===== src/calc_pkg.sv =====
`default_nettype none

package calc_pkg;

    ////////////////////////////////////////
    // data widths
    ////////////////////////////////////////
    localparam int VALUE_W = 16;
    localparam int DIGIT_W = 4;
    localparam int PHASE_W = 2;
    localparam int OP_W    = 2;

    // confirmation sequence A -> B -> result -> A
    localparam logic [PHASE_W-1:0] PHASE_A      = 2'd0;
    localparam logic [PHASE_W-1:0] PHASE_B      = 2'd1;
    localparam logic [PHASE_W-1:0] PHASE_RESULT = 2'd2;

    // op code 3 falls back to add
    localparam logic [OP_W-1:0] OP_ADD = 2'd0;
    localparam logic [OP_W-1:0] OP_SUB = 2'd1;
    localparam logic [OP_W-1:0] OP_MUL = 2'd2;

    // cursor places, left press counts upward
    localparam logic [1:0] PLACE_ONES     = 2'd0;
    localparam logic [1:0] PLACE_TENS     = 2'd1;
    localparam logic [1:0] PLACE_HUNDREDS = 2'd2;
    localparam logic [1:0] PLACE_SIGN     = 2'd3;

    localparam logic [VALUE_W-1:0] DISPLAY_LIMIT     = 16'd999;
    // 100 MHz board clock, tick every 0.5 ms
    localparam logic [31:0]        TICK_DIVIDE_BOARD = 32'd50_000;

endpackage

`default_nettype wire


===== src/tick_divider.sv =====
`default_nettype none
`timescale 1ns/100ps

module tick_divider #(
    parameter logic [31:0] tick_divide = calc_pkg::TICK_DIVIDE_BOARD
) (
    input  logic clk,
    input  logic reset,
    output logic sample_tick
);

    localparam int CNT_W = (tick_divide > 32'd1) ? $clog2(tick_divide) : 1;

    logic [CNT_W-1:0] count;
    logic             wrap;

    assign wrap = (count == CNT_W'(tick_divide - 32'd1));

    // free running counter, tick registered at the wrap
    always_ff @(posedge clk or posedge reset) begin
        if (reset) begin
            count       <= '0;
            sample_tick <= 1'b0;
        end else begin
            count       <= wrap ? '0 : count + 1'b1;
            sample_tick <= wrap;
        end
    end

endmodule

`default_nettype wire


===== src/button_debouncer.sv =====
`default_nettype none
`timescale 1ns/100ps

module button_debouncer (
    input  logic clk,
    input  logic reset,
    input  logic sample_tick,
    input  logic button,
    output logic press
);

    // stage 0 samples the raw level, stages 1 and 2 form the edge detector
    logic [2:0] sample_q;

    always_ff @(posedge clk or posedge reset) begin
        if (reset) begin
            sample_q <= 3'b000;
        end else if (sample_tick) begin
            sample_q <= {sample_q[1:0], button};
        end
    end

    // one clk wide pulse, only in the tick cycle that sees the rising edge
    assign press = sample_tick & sample_q[1] & ~sample_q[2];

endmodule

`default_nettype wire


===== src/digit_entry.sv =====
`default_nettype none
`timescale 1ns/100ps

module digit_entry (
    input  logic                                clk,
    input  logic                                reset,
    input  logic                                press_c,
    input  logic                                press_u,
    input  logic                                press_l,
    input  logic                                press_r,
    input  logic                                press_d,
    output logic signed [calc_pkg::VALUE_W-1:0] entry_value,
    output logic        [calc_pkg::DIGIT_W-1:0] ones,
    output logic        [calc_pkg::DIGIT_W-1:0] tens,
    output logic        [calc_pkg::DIGIT_W-1:0] hundreds,
    output logic                                entry_negative,
    output logic        [1:0]                   cursor,
    output logic        [calc_pkg::PHASE_W-1:0] phase,
    output logic                                confirm
);

    import calc_pkg::*;

    localparam logic [DIGIT_W-1:0] DIGIT_MAX = 4'd9;

    logic [DIGIT_W-1:0] ones_n;
    logic [DIGIT_W-1:0] tens_n;
    logic [DIGIT_W-1:0] hundreds_n;
    logic               negative_n;
    logic [1:0]         cursor_n;
    logic [PHASE_W-1:0] phase_n;
    logic [VALUE_W-1:0] magnitude_n;

    assign confirm = press_c;

    ////////////////////////////////////////
    // next state, one press per cycle
    ////////////////////////////////////////
    always_comb begin
        ones_n     = ones;
        tens_n     = tens;
        hundreds_n = hundreds;
        negative_n = entry_negative;
        cursor_n   = cursor;
        phase_n    = phase;

        if (press_c) begin
            ones_n     = '0;
            tens_n     = '0;
            hundreds_n = '0;
            negative_n = 1'b0;
            cursor_n   = PLACE_ONES;
            case (phase)
                PHASE_A: phase_n = PHASE_B;
                PHASE_B: phase_n = PHASE_RESULT;
                default: phase_n = PHASE_A;
            endcase
        end else if (press_l) begin
            // toward the sign place, wraps back to ones
            cursor_n = cursor + 2'd1;
        end else if (press_r) begin
            cursor_n = cursor - 2'd1;
        end else if (press_u) begin
            case (cursor)
                PLACE_ONES:     if (ones < DIGIT_MAX) ones_n = ones + 1'b1;
                PLACE_TENS:     if (tens < DIGIT_MAX) tens_n = tens + 1'b1;
                PLACE_HUNDREDS: if (hundreds < DIGIT_MAX) hundreds_n = hundreds + 1'b1;
                PLACE_SIGN:     negative_n = ~entry_negative;
            endcase
        end else if (press_d) begin
            case (cursor)
                PLACE_ONES:     if (ones != '0) ones_n = ones - 1'b1;
                PLACE_TENS:     if (tens != '0) tens_n = tens - 1'b1;
                PLACE_HUNDREDS: if (hundreds != '0) hundreds_n = hundreds - 1'b1;
                PLACE_SIGN:     negative_n = ~entry_negative;
            endcase
        end
    end

    // value is always rebuilt from the digits and the sign
    assign magnitude_n = VALUE_W'(hundreds_n) * 16'd100
                       + VALUE_W'(tens_n) * 16'd10
                       + VALUE_W'(ones_n);

    always_ff @(posedge clk or posedge reset) begin
        if (reset) begin
            ones           <= '0;
            tens           <= '0;
            hundreds       <= '0;
            entry_negative <= 1'b0;
            cursor         <= PLACE_ONES;
            phase          <= PHASE_A;
            entry_value    <= '0;
        end else begin
            ones           <= ones_n;
            tens           <= tens_n;
            hundreds       <= hundreds_n;
            entry_negative <= negative_n;
            cursor         <= cursor_n;
            phase          <= phase_n;
            entry_value    <= negative_n ? -magnitude_n : magnitude_n;
        end
    end

endmodule

`default_nettype wire


===== src/arithmetic_unit.sv =====
`default_nettype none
`timescale 1ns/100ps

module arithmetic_unit (
    input  logic                                clk,
    input  logic                                reset,
    input  logic                                confirm,
    input  logic        [calc_pkg::PHASE_W-1:0] phase,
    input  logic signed [calc_pkg::VALUE_W-1:0] entry_value,
    input  logic        [calc_pkg::OP_W-1:0]    op_select,
    output logic signed [calc_pkg::VALUE_W-1:0] result,
    output logic                                overflow
);

    import calc_pkg::*;

    // wide enough for 999 * 999
    localparam int RAW_W = 2 * VALUE_W;

    logic signed [VALUE_W-1:0] operand_a;
    logic signed [VALUE_W-1:0] operand_b;
    logic signed [RAW_W-1:0]   a_ext;
    logic signed [RAW_W-1:0]   b_ext;
    logic signed [RAW_W-1:0]   raw;
    logic signed [RAW_W-1:0]   limit_hi;
    logic signed [RAW_W-1:0]   limit_lo;

    // operands latch on the same edge as the phase change
    always_ff @(posedge clk or posedge reset) begin
        if (reset) begin
            operand_a <= '0;
            operand_b <= '0;
        end else if (confirm) begin
            if (phase == PHASE_A) operand_a <= entry_value;
            if (phase == PHASE_B) operand_b <= entry_value;
        end
    end

    assign a_ext    = operand_a;
    assign b_ext    = operand_b;
    assign limit_hi = RAW_W'(DISPLAY_LIMIT);
    assign limit_lo = -limit_hi;

    always_comb begin
        case (op_select)
            OP_ADD:  raw = a_ext + b_ext;
            OP_SUB:  raw = a_ext - b_ext;
            OP_MUL:  raw = a_ext * b_ext;
            default: raw = a_ext + b_ext;
        endcase
    end

    ////////////////////////////////////////
    // saturate to the display range
    ////////////////////////////////////////
    always_ff @(posedge clk or posedge reset) begin
        if (reset) begin
            result   <= '0;
            overflow <= 1'b0;
        end else if (raw > limit_hi) begin
            result   <= VALUE_W'(limit_hi);
            overflow <= 1'b1;
        end else if (raw < limit_lo) begin
            result   <= VALUE_W'(limit_lo);
            overflow <= 1'b1;
        end else begin
            result   <= VALUE_W'(raw);
            overflow <= 1'b0;
        end
    end

endmodule

`default_nettype wire


===== src/result_to_digits.sv =====
`default_nettype none
`timescale 1ns/100ps

module result_to_digits (
    input  logic signed [calc_pkg::VALUE_W-1:0] result,
    output logic                                result_negative,
    output logic        [calc_pkg::DIGIT_W-1:0] ones,
    output logic        [calc_pkg::DIGIT_W-1:0] tens,
    output logic        [calc_pkg::DIGIT_W-1:0] hundreds
);

    import calc_pkg::*;

    logic [VALUE_W-1:0] magnitude;

    assign result_negative = result[VALUE_W-1];
    assign magnitude       = result_negative ? -result : result;

    // input is already saturated, so nine steps per place are enough
    always_comb begin
        logic [VALUE_W-1:0] rem;
        logic [DIGIT_W-1:0] h;
        logic [DIGIT_W-1:0] t;

        rem = magnitude;
        h   = '0;
        t   = '0;
        for (int i = 0; i < 9; i++) begin
            if (rem >= 16'd100) begin
                rem = rem - 16'd100;
                h   = h + 1'b1;
            end
        end
        for (int i = 0; i < 9; i++) begin
            if (rem >= 16'd10) begin
                rem = rem - 16'd10;
                t   = t + 1'b1;
            end
        end

        hundreds = h;
        tens     = t;
        // what remains is below ten
        ones     = rem[DIGIT_W-1:0];
    end

endmodule

`default_nettype wire


===== src/calculator_top.sv =====
`default_nettype none
`timescale 1ns/100ps

module calculator_top #(
    parameter logic [31:0] tick_divide = calc_pkg::TICK_DIVIDE_BOARD
) (
    input  logic                                clk,
    input  logic                                reset,
    input  logic                                btn_c,
    input  logic                                btn_u,
    input  logic                                btn_l,
    input  logic                                btn_r,
    input  logic                                btn_d,
    input  logic        [calc_pkg::OP_W-1:0]    op_select,
    output logic        [calc_pkg::DIGIT_W-1:0] ones,
    output logic        [calc_pkg::DIGIT_W-1:0] tens,
    output logic        [calc_pkg::DIGIT_W-1:0] hundreds,
    output logic                                negative,
    output logic        [1:0]                   cursor,
    output logic        [calc_pkg::PHASE_W-1:0] phase,
    output logic signed [calc_pkg::VALUE_W-1:0] entry_value,
    output logic signed [calc_pkg::VALUE_W-1:0] result,
    output logic                                overflow
);

    import calc_pkg::*;

    logic               sample_tick;
    logic               press_c;
    logic               press_u;
    logic               press_l;
    logic               press_r;
    logic               press_d;
    logic               confirm;
    logic [DIGIT_W-1:0] entry_ones;
    logic [DIGIT_W-1:0] entry_tens;
    logic [DIGIT_W-1:0] entry_hundreds;
    logic               entry_negative;
    logic [DIGIT_W-1:0] result_ones;
    logic [DIGIT_W-1:0] result_tens;
    logic [DIGIT_W-1:0] result_hundreds;
    logic               result_negative;

    ////////////////////////////////////////
    // button front end
    ////////////////////////////////////////
    tick_divider #(
        .tick_divide(tick_divide)
    ) u_tick_divider (
        .clk        (clk),
        .reset      (reset),
        .sample_tick(sample_tick)
    );

    button_debouncer u_deb_c (.clk(clk), .reset(reset), .sample_tick(sample_tick),
                              .button(btn_c), .press(press_c));
    button_debouncer u_deb_u (.clk(clk), .reset(reset), .sample_tick(sample_tick),
                              .button(btn_u), .press(press_u));
    button_debouncer u_deb_l (.clk(clk), .reset(reset), .sample_tick(sample_tick),
                              .button(btn_l), .press(press_l));
    button_debouncer u_deb_r (.clk(clk), .reset(reset), .sample_tick(sample_tick),
                              .button(btn_r), .press(press_r));
    button_debouncer u_deb_d (.clk(clk), .reset(reset), .sample_tick(sample_tick),
                              .button(btn_d), .press(press_d));

    ////////////////////////////////////////
    // entry and arithmetic
    ////////////////////////////////////////
    digit_entry u_digit_entry (
        .clk           (clk),
        .reset         (reset),
        .press_c       (press_c),
        .press_u       (press_u),
        .press_l       (press_l),
        .press_r       (press_r),
        .press_d       (press_d),
        .entry_value   (entry_value),
        .ones          (entry_ones),
        .tens          (entry_tens),
        .hundreds      (entry_hundreds),
        .entry_negative(entry_negative),
        .cursor        (cursor),
        .phase         (phase),
        .confirm       (confirm)
    );

    arithmetic_unit u_arithmetic_unit (
        .clk        (clk),
        .reset      (reset),
        .confirm    (confirm),
        .phase      (phase),
        .entry_value(entry_value),
        .op_select  (op_select),
        .result     (result),
        .overflow   (overflow)
    );

    result_to_digits u_result_to_digits (
        .result         (result),
        .result_negative(result_negative),
        .ones           (result_ones),
        .tens           (result_tens),
        .hundreds       (result_hundreds)
    );

    // result digits only while in the result phase
    always_comb begin
        if (phase == PHASE_RESULT) begin
            ones     = result_ones;
            tens     = result_tens;
            hundreds = result_hundreds;
            negative = result_negative;
        end else begin
            ones     = entry_ones;
            tens     = entry_tens;
            hundreds = entry_hundreds;
            negative = entry_negative;
        end
    end

endmodule

`default_nettype wire


===== config.mk =====
export PLATFORM = sky130hd
export DESIGN_NAME = calculator_top
export DESIGN_NICKNAME = d
export VERILOG_FILES = /design/src/calc_pkg.sv /design/src/tick_divider.sv /design/src/button_debouncer.sv /design/src/digit_entry.sv /design/src/arithmetic_unit.sv /design/src/result_to_digits.sv /design/src/calculator_top.sv
export SDC_FILE = /design/constraint.sdc
export NUM_CORES = 1
export LEC_CHECK = 0
export ABC_AREA = 1
export CAP_MARGIN = 25
export CORE_UTILIZATION = 51
export DETAILED_ROUTE_END_ITERATION = 8
export DONT_BUFFER_PORTS = 1
export PLACE_DENSITY = 0.76
export SLEW_MARGIN = 20
export SYNTH_ARGS = -nofsm -noshare
export SYNTH_HDL_FRONTEND = slang
export SYNTH_HIERARCHICAL = 1
export SYNTH_SLANG_ARGS = --single-unit

===== constraint.sdc =====
create_clock -name clk -period 38.2 [get_ports clk]
set_clock_uncertainty 0.15 [all_clocks]
set_input_delay 1.91 -clock clk [delete_from_list [all_inputs] [get_ports clk]]
set_output_delay 1.91 -clock clk [all_outputs]
set_load 0.01 [all_outputs]

; Yosys cells after proc, flatten, opt, wreduce, memory -nomap -nowiden
; Index checks and enable logic that the tools add are counted.
[classes]
add_sub_neg = 49
multipliers = 3
n_div = 0
n_lt_le_gt_ge = 23
n_eq_ne = 8
shift = 0
n_mux = 85
n_bitwise = 16
n_reduce_logical = 8
[op_table]
columns = operator, count
row1 = two-way mux 16 bit, 22
row2 = two-way mux 4 bit, 47
row3 = >= comparator 16 x 4 -> 1 bit (second input constant), 9
row4 = >= comparator 16 x 7 -> 1 bit (second input constant), 9
row5 = subtractor 16 x 7 -> 16 bit (second input constant), 9
row6 = subtractor 16 x 4 -> 16 bit (second input constant), 8
row7 = adder 4 x 1 -> 4 bit (second input constant), 17
row8 = case mux 32 bit (2 select lines), 1
row9 = greater-than comparator 32 x 11 -> 1 bit (second input constant), 1
row10 = less-than comparator 32 x 11 -> 1 bit (second input constant), 1
row11 = multiplier 16 x 16 -> 32 bit, 1
row12 = negation 16 bit, 2
row13 = adder 16 x 16 -> 17 bit, 1
row14 = subtractor 16 x 16 -> 17 bit, 1
row15 = adder 16 x 1 -> 16 bit (second input constant), 1
row16 = adder 16 x 4 -> 16 bit, 1
row17 = == test 16 bit (second input constant), 1
row18 = adder 11 x 8 -> 12 bit, 1
row19 = less-than comparator 4 bit (second input constant), 3
row20 = nonzero test 4 bit, 3
row21 = subtractor 4 x 1 -> 4 bit (second input constant), 3
row22 = two-way mux 1 bit, 11
row23 = AND 1 bit, 10
row24 = multiplier 4 x 5 -> 9 bit (second input constant), 1
row25 = other kinds (13), 28
[totals]
regBits = 114
latch_bits = 0
ram_bits = 0
romBits = 0
in_bits = 9
output_inout_bits = 50
wordCells = 210
mem_count = 0

; Logic depth before layout (Yosys ltp)
; Gate-level depths: netlist of run 1.
[logic_depth]
word_depth = 39
ltp_mapped = 178
ltp_nobuf = 168

; By module
; The synthesis of run 1 kept the hierarchy.
[modules_own_cells]
columns = module, instances, cells_each, area_each_um2, seq_area_each_um2
row1 = arithmetic_unit, 1, 2286, 15556.2, 1226.2
row2 = result_to_digits, 1, 2438, 13794.5, 0.0
row3 = digit_entry, 1, 360, 2907.8, 800.8
row4 = tick_divider, 1, 122, 918.4, 425.4
row5 = button_debouncer, 5, 15, 122.6, 75.1
row6 = calculator_top, 1, 44, 198.9, 0.0

; Worst setup path before layout of run 1
; OpenSTA, ideal clock, no wires.
[synth_path]
path_type = reg2out
start = register u_arithmetic_unit/result[0] in the netlist's numbering
end = output tens[2] in the netlist's numbering
arrival_time_ps = 18222
required_time_ps = 36140
slack_ps = 17918
path_stages_with_launch = 173
n_path_buf = 12
cell_sequence = dfrtp_1 -> clkinv_1 -> ha_1 -> inv_1 -> nand3_1 -> nand2_1 -> ha_1 -> nand3_1 -> nand3_2 -> nand2_2 -> inv_2 -> nand3_2 -> nor2_4 -> nand2_4 -> buf_8 -> nand2_2 -> nand2_1 -> inv_1 -> (+137 left out) -> inv_1 -> ha_1 -> inv_1 -> nor2_1 -> nand2_1 -> nor2_1 -> nand3_1 -> nand2_1 -> nor2_2 -> nand2_1 -> nand2_1 -> clkinv_1 -> ha_1 -> xnor2_1 -> nand2_1 -> nand2_1 -> nand3_1 -> nand2_1
[synth_via]
elab_chain_cells = 39
word_cells_on_any_way = 72
cone_classes = 26 x add/sub / 18 x order compare / 28 x mux
[synth_lines]
columns = item, line_no
row1 = from (decl), arithmetic_unit.sv:11  ; output logic signed [calc_pkg::VALUE_W-1:0] result,
row2 = from (signal assigned), arithmetic_unit.sv:61  ; result <= VALUE_W'(limit_hi);
row3 = from (signal assigned), arithmetic_unit.sv:64  ; result <= VALUE_W'(limit_lo);
row4 = from (signal assigned), arithmetic_unit.sv:67  ; result <= VALUE_W'(raw);
row5 = negation 16 bit, result_to_digits.sv:17  ; assign magnitude = result_negative ? -result : result;
row6 = two-way mux 16 bit *, result_to_digits.sv:17
row7 = subtractor 16 x 7 -> 16 bit / >= comparator 16 x 7 -> 1 bit (equally long branches), "result_to_digits.sv:30, result_to_digits.sv:29"
row8 = two-way mux 16 bit *, result_to_digits.sv:29  ; if (rem >= 16'd100) begin
row9 = subtractor 16 x 7 -> 16 bit / >= comparator 16 x 7 -> 1 bit (equally long branches), "result_to_digits.sv:30, result_to_digits.sv:29"
row10 = two-way mux 16 bit *, result_to_digits.sv:29
row11 = subtractor 16 x 7 -> 16 bit / >= comparator 16 x 7 -> 1 bit (equally long branches), "result_to_digits.sv:30, result_to_digits.sv:29"
row12 = two-way mux 16 bit *, result_to_digits.sv:29
row13 = (+24 left out), n/a
row14 = subtractor 16 x 4 -> 16 bit (tied with other cells), result_to_digits.sv:36  ; rem = rem - 16'd10;
row15 = two-way mux 16 bit / two-way mux 4 bit (equally long branches), result_to_digits.sv:35  ; if (rem >= 16'd10) begin
row16 = subtractor 16 x 4 -> 16 bit (tied with other cells), result_to_digits.sv:36
row17 = two-way mux 16 bit / two-way mux 4 bit (equally long branches), result_to_digits.sv:35
row18 = >= comparator 16 x 4 -> 1 bit / adder 4 x 1 -> 4 bit (equally long branches), "result_to_digits.sv:35, result_to_digits.sv:37"
row19 = two-way mux 4 bit *, result_to_digits.sv:35
row20 = named net result_tens[2], calculator_top.sv:40  ; logic [DIGIT_W-1:0] result_tens;
row21 = two-way mux 4 bit *, calculator_top.sv:108  ; if (phase == PHASE_RESULT) begin
row22 = to (decl), calculator_top.sv:16  ; output logic [calc_pkg::DIGIT_W-1:0] tens,
; Mark *: on every way through the listed nets, which the timed path passes. The rest lies on a longest branch.

; Worst setup path after layout of run 1
; Same ends and word-level chain as after synthesis.

==> results.toml, run 1 <==
[outcome]
outcome = "finished, final reports clean"

[synthesis]
netlist_area_mm2 = 0.0340
synth_edf_count = 0
ys_top_cells_by_count = "nand2_1, inv_1, nand3_1"
ys_seq_area_share_pct = 8.32
yosys_warnings = 6
async_flop_share_pct = 100
ys_types = 75
synth.avg_cell_area_um2 = 6.38
synth_fp_nets = 5816
ys_top_cells_by_area = "nand2_1, fa_1, inv_1, dfrtp_1, ha_1"
synth-main-ff-cell = "dfrtp_1"
synthCells = 5325
yosys.area.top_type_share_pct = 17.8
yosysMostFrequentCell = "nand2_1"
synth.largest_area_cell = "nand2_1"
synth-seq-cells = 113

[sta]
fin_crit_ps = 24590
rsz0062_at_grt = "false"
fmax_mhz = 40.7
setup_violations = 0
hold_violations = 0
fin_tns_setup_ps = 0
tightestPinTransition_ps = 1060
slew_headroom_pct = 29.3
maxSlewViolCount = 0
finalCritPeriodShare_pct = 64.4

[flow_run]
maxCapViolations = 0

[setup_path]
arrival_ps = 22530
r2r_slack_ps = 30510
cp_data_required_time_ps = 36140
cp_top_family = "simple AND/OR/NAND/NOR gates"
cpMaxStageDelayCell = "ha_1"
crit_buf_inv = 18
path_class = "reg -> out"
crit_cells = 160
critPathLaunchType = "flip-flop"
max_stage_delay_ps = 460
critPathCaptureType = "primary output"
r2r_cells = 29
critPathMostFrequentCell = "nand2_1"
crit_path_max_fanout = 24

[place]
gp_congestion = 0.956
dp_hpwl_um = 73600
io_buffers = 0

[global_route]
grtUsageMet2_pct = 44.9
antenna_found_initial = 0
met3_usage_pct = 3.01
grt_pass1_vias = 29300
busiest_layer = "met2"
track_usage_pct = 26.5
met1_usage_pct = 35.7
grt_pass1_wl_um = 147000
grt_overflow = 0
grt_start_max_net_pins = 50

[cts]
cts_buffers = 17
ctsResizeCount = 0
tritoncts = "done"
hold_buffers = 0
clkSlewWorstSetupHoldPaths_ps = 60
worstSkewPairLatency_ps = 420
post-cts-setup-buffers = 0
clock-sinks = 113
root_buffer = "clkbuf_16"
cts_htree_levels = 4
clockBufferDepth = 2

[floorplan]
row_count = 94
die_width_um = 260
die-area_mm2 = 0.0677
fp.dieH_um = 260
coreArea_mm2 = 0.0659
initial_core_util_pct = 51.6
pin_count = 59

[cells_and_area]
antenna_cells = 0
syn_to_final_growth_pct = 2.71
nNetsFinal = 5727
drive_above_1_share_pct = 12.7

[detailed_routing]
vias = 31800
drt_pass1_iterations = 8
drc = 0
drtIter0Drc = 2594
wl_per_cell_um = 14.7
ant_nets = 0
wirelength_um = 90100
vias_per_cell = 5.21

[min_path]
hold_path.class = "reg -> reg"
whs_path_depth = 2
-- worst register-to-register path: cells and delay by family (launching register included) --
kind          cells  cell delay [ps]
fa+ha+maj         7             4410
buf+inv           5              590
simple gates     17             2090
flops             1              330
-- cells by family after synthesis --
family / after synthesis / share of synthesized area [%]
adder cells (fa/ha/maj): 482 / 23.7
flip-flops: 113 / 8.32
AO/OA/AOI/OAI: 299 / 5.11
AND/OR/NAND/NOR: 3095 / 45.2
XOR/XNOR: 93 / 2.44
buffers and inverters: 1243 / 15.2
-- layout by cell type (no fill, tap or decap), types with 8 or more instances in the layout --
cell type	netlist	final
a21oi_1	98	98
buf_4	18	23
clkbuf_16	0	17
clkinv_1	15	15
dfrtp_1	113	113
fa_1	269	269
ha_1	213	213
inv_1	1026	1025
inv_2	56	56
nand2_1	1615	1615
nand2_2	213	213
nand2_4	119	119
nand3_1	422	422
nand3_2	56	56
nand3_4	15	15
nand3b_1	48	48
nand4_1	96	96
nor2_1	358	358
nor2_2	49	49
nor2_4	36	36
nor2_8	11	11
nor3_1	24	24
o21ai_0	120	120
o21ai_1	15	15
o21ai_2	9	9
o21bai_1	16	16
or2_2	8	8
xnor2_1	30	30
xor2_1	61	61
-- sequential cells by signal, indices dropped and copies added (netlist names), 2 cells and up --
| signal | flops |
|---|---|
| u_arithmetic_unit/operand_a | 16 |
| u_arithmetic_unit/operand_b | 16 |
| u_arithmetic_unit/result | 16 |
| u_deb_c/sample_q | 3 |
| u_deb_d/sample_q | 3 |
| u_deb_l/sample_q | 3 |
| u_deb_r/sample_q | 3 |
| u_deb_u/sample_q | 3 |
| u_digit_entry/cursor | 2 |
| u_digit_entry/entry_value | 15 |
| u_digit_entry/hundreds | 4 |
| u_digit_entry/ones | 4 |
| u_digit_entry/phase | 2 |
| u_digit_entry/tens | 4 |
| u_tick_divider/count | 16 |
-- routing by layer --
| layer | wire, um | vias to the layer above | part of all wire, % |
|---|---|---|---|
| met3 | 5260 | 127 | 5.8 |
| met2 | 42600 | 867 | 47 |
| met5 | 0 | - | 0 |
| li1 | - | 16000 | - |
| met1 | 40100 | 14800 | 44 |
| met4 | 2220 | 0 | 2.5 |
-- worst paths after layout --
check | startpoint | end
max | u_arithmetic_unit/result[0]$_DFF_PP0_ | tens[2]
min | u_deb_u/sample_q[0]$_DFFE_PP0P_ | u_deb_u/sample_q[1]$_DFFE_PP0P_
max reg2reg | u_arithmetic_unit/operand_b[1]$_DFFE_PP0P_ | u_arithmetic_unit/result[0]$_DFF_PP0_
min reg2reg | u_deb_u/sample_q[0]$_DFFE_PP0P_ | u_deb_u/sample_q[1]$_DFFE_PP0P_
max in group asynchronous | reset | u_arithmetic_unit/result[6]$_DFF_PP0_
min in group asynchronous | reset | u_deb_d/sample_q[0]$_DFFE_PP0P_
-- area by class of cell --
type | count | area, um2
repair buffers | 24 | 184
fillers | 6598 | 31000
flip-flops and latches | 113 | 2830
inverters | 1111 | 4240
clock buffers | 18 | 439
multi-input cells | 3969 | 26000
clock inverters | 14 | 153
well taps | 864 | 1080
-- stage by stage --
stage               setup WS, ps  instances  util (%)  instance area [um2]  hold WS [ps]
floorplan                  17920       5325         -                34000           292
detailed placement         14170       6080      52.1                34300           309
CTS                        13650       6112      53.0                34900           324
finish                     13610       6113      53.0                34900           322
global route               11190       6113      53.0                34900           356
global placement           14900       6080      52.1                34300           300
Power of run 1 is left out: the tool's default activity adds up to more than one toggle a clock period on the data nets, which glitch-free logic cannot reach.
==> run 2, diff against run 1 <==
Clock period 38.2 ns to 22.9 ns, I/O delays scaled along.
==> run 2 against run 1 <==
Flip-flop and latch count unchanged. Critical path depth shrank 5. Critical path type unchanged. Global-route usage decreased by 0.27 points. Routed wire length rose by 0.63%. Setup slack worse by 12000 ps. Utilization rose by 1.1 points. Clock-buffer cell count rose by 1. Die area stayed put. Worst hold slack got worse by 2.5 ps.
==> results.toml, run 2 (synthesis gave the netlist of run 1 again) <==
[outcome]
outcome = "finished, final reports clean"

[sta]
setup_violations = 0
slew_headroom_pct = 26.2
finalCritPeriodShare_pct = 92.8
fin_tns_setup_ps = 0
tightestPinTransition_ps = 1100
fin_crit_ps = 21260
hold_violations = 0
maxSlewViolCount = 0
fmax_mhz = 47.0

[setup_path]
path_class = "reg -> out"
arrival_ps = 19970
critPathLaunch = "u_arithmetic_unit/result[2]$_DFF_PP0_"
crit_path_max_fanout = 21
critPathLaunchType = "flip-flop"
crit_cells = 155
critPathMostFrequentCell = "nand2_1"
r2r_slack_ps = 14800
cp_data_required_time_ps = 21610
critPathCaptureType = "primary output"
r2r_cells = 28
worstReg2RegEnd = "u_arithmetic_unit/result[0]$_DFF_PP0_"
cpMaxStageDelayCell = "dfrtp_1"
max_stage_delay_ps = 550
crit_buf_inv = 23
cp_top_family = "simple AND/OR/NAND/NOR gates"
timing.rr.start = "u_arithmetic_unit/operand_a[15]$_DFFE_PP0P_"
endpoint = "tens[0]"

[floorplan]
coreArea_mm2 = 0.0659
row_count = 94
die_width_um = 260
initial_core_util_pct = 51.6
die-area_mm2 = 0.0677
fp.dieH_um = 260
pin_count = 59

[detailed_routing]
drc = 0
vias_per_cell = 5.20
wirelength_um = 90700
drt_pass1_iterations = 6
wl_per_cell_um = 14.7
vias = 32100
drtIter0Drc = 2647
ant_nets = 0

[place]
gp_congestion = 0.967
dpl-instance-area_mm2 = 0.0343
io_buffers = 0
dpl.cell_count = 6079
dp_hpwl_um = 72700

[min_path]
hold_path.class = "reg -> reg"

[global_route]
grt_pass1_wl_um = 146000
antenna_found_initial = 0
grt_pass1_vias = 29500
track_usage_pct = 26.2
grt_start_max_net_pins = 50
grt_overflow = 0

[cts]
worstSkewPairLatency_ps = 420
clockBufferDepth = 2
cts_htree_levels = 4
clkSlewWorstSetupHoldPaths_ps = 60
clock-sinks = 113
root_buffer = "clkbuf_16"
tritoncts = "done"
cts_buffers = 17

[flow_run]
maxCapViolations = 0

[cells_and_area]
syn_to_final_growth_pct = 4.80
antenna_cells = 0
final_cells = 6164
fin_area_mm2 = 0.0356
final_cell_mix = "nand2_1, inv_1, nand3_1"
nNetsFinal = 5778
layout_commonest_cell = "nand2_1"
drive_above_1_share_pct = 13.8
==> run 2: cell types whose count changed in the layout (fill, tap and decap cells not counted), moves of 3 or more <==
| cell | previous run | this run |
|---|---|---|
| buf_4 | 23 | 59 |
| nand2_8 | 6 | 19 |
| nand2_1 | 1615 | 1607 |
| nand2_2 | 213 | 219 |
| buf_12 | 0 | 4 |
| clkinvlp_4 | 4 | 0 |
| nand3_4 | 15 | 19 |
| nor2_4 | 36 | 40 |
| clkinv_4 | 3 | 6 |
| dfrtp_1 | 113 | 110 |
| dfrtp_2 | 0 | 3 |
| nor2_1 | 358 | 355 |
==> run 2: worst min-delay path, cell delays in order, from the launching register on <==
cell and delay [ps]:
dfrtp_1 340, nand2_1 50, nand2_1 40
==> run 2: metrics by stage <==
stage / hold WS (ps) / setup WS (ps) / util (%)
global placement: 300 / 504 / 52.1
finish: 319 / 1640 / 54.1
floorplan: 292 / 3380 / -
detailed placement: 308 / -154 / 52.1
global route: 311 / -170 / 54.1
CTS: 314 / 0.670 / 53.1
==> run 2: cell type report <==
cell class / count / area, um2
repair buffers: 64 / 534
clock buffers: 19 / 433
well taps: 864 / 1080
multi-input cells: 3980 / 26300
inverters: 1111 / 4240
clock inverters: 13 / 174
flip-flops and latches: 113 / 2830
fillers: 6378 / 30200
==> run 2: worst min-delay path by stage <==
stage	depth (start not counted)	slack, ps	end	from
2_1_floorplan	2	290	u_deb_c/sample_q[0]$_DFFE_PP0P_	u_deb_c/sample_q[0]$_DFFE_PP0P_
3_3_place_gp	2	300	u_deb_c/sample_q[1]$_DFFE_PP0P_	u_deb_c/sample_q[0]$_DFFE_PP0P_
3_5_place_dp	2	310	u_deb_u/sample_q[1]$_DFFE_PP0P_	u_deb_u/sample_q[1]$_DFFE_PP0P_
4_1_cts	1	310	u_deb_r/sample_q[0]$_DFFE_PP0P_	reset
5_1_grt	1	310	u_deb_r/sample_q[0]$_DFFE_PP0P_	reset
6_report	2	320	u_deb_u/sample_q[1]$_DFFE_PP0P_	u_deb_u/sample_q[1]$_DFFE_PP0P_
==> run 2: metal layers <==
metal  routed length [um]  vias to the layer above  part of all wire, %  GRT usage, %
li1                     -                    16100                    -             -
met2                42700                      995                   47          44.1
met1                39300                    14800                   43          35.0
met4                 2860                        0                  3.2          8.15
met3                 5830                      158                  6.4          3.25
met5                    0                        -                    0             0
==> run 2: repair_timing <==
| action | 4_1_cts | 5_1_grt |
|---|---|---|
| cloned | 2 | 9 |
| resized for setup | 6 | 35 |
| hold buffers | 0 | 0 |
| setup buffers | 0 | 41 |
| pin swaps | 1 | 21 |
| setup endpoints to repair | 7 | 7 |
Power of run 2 is left out for the same reason.
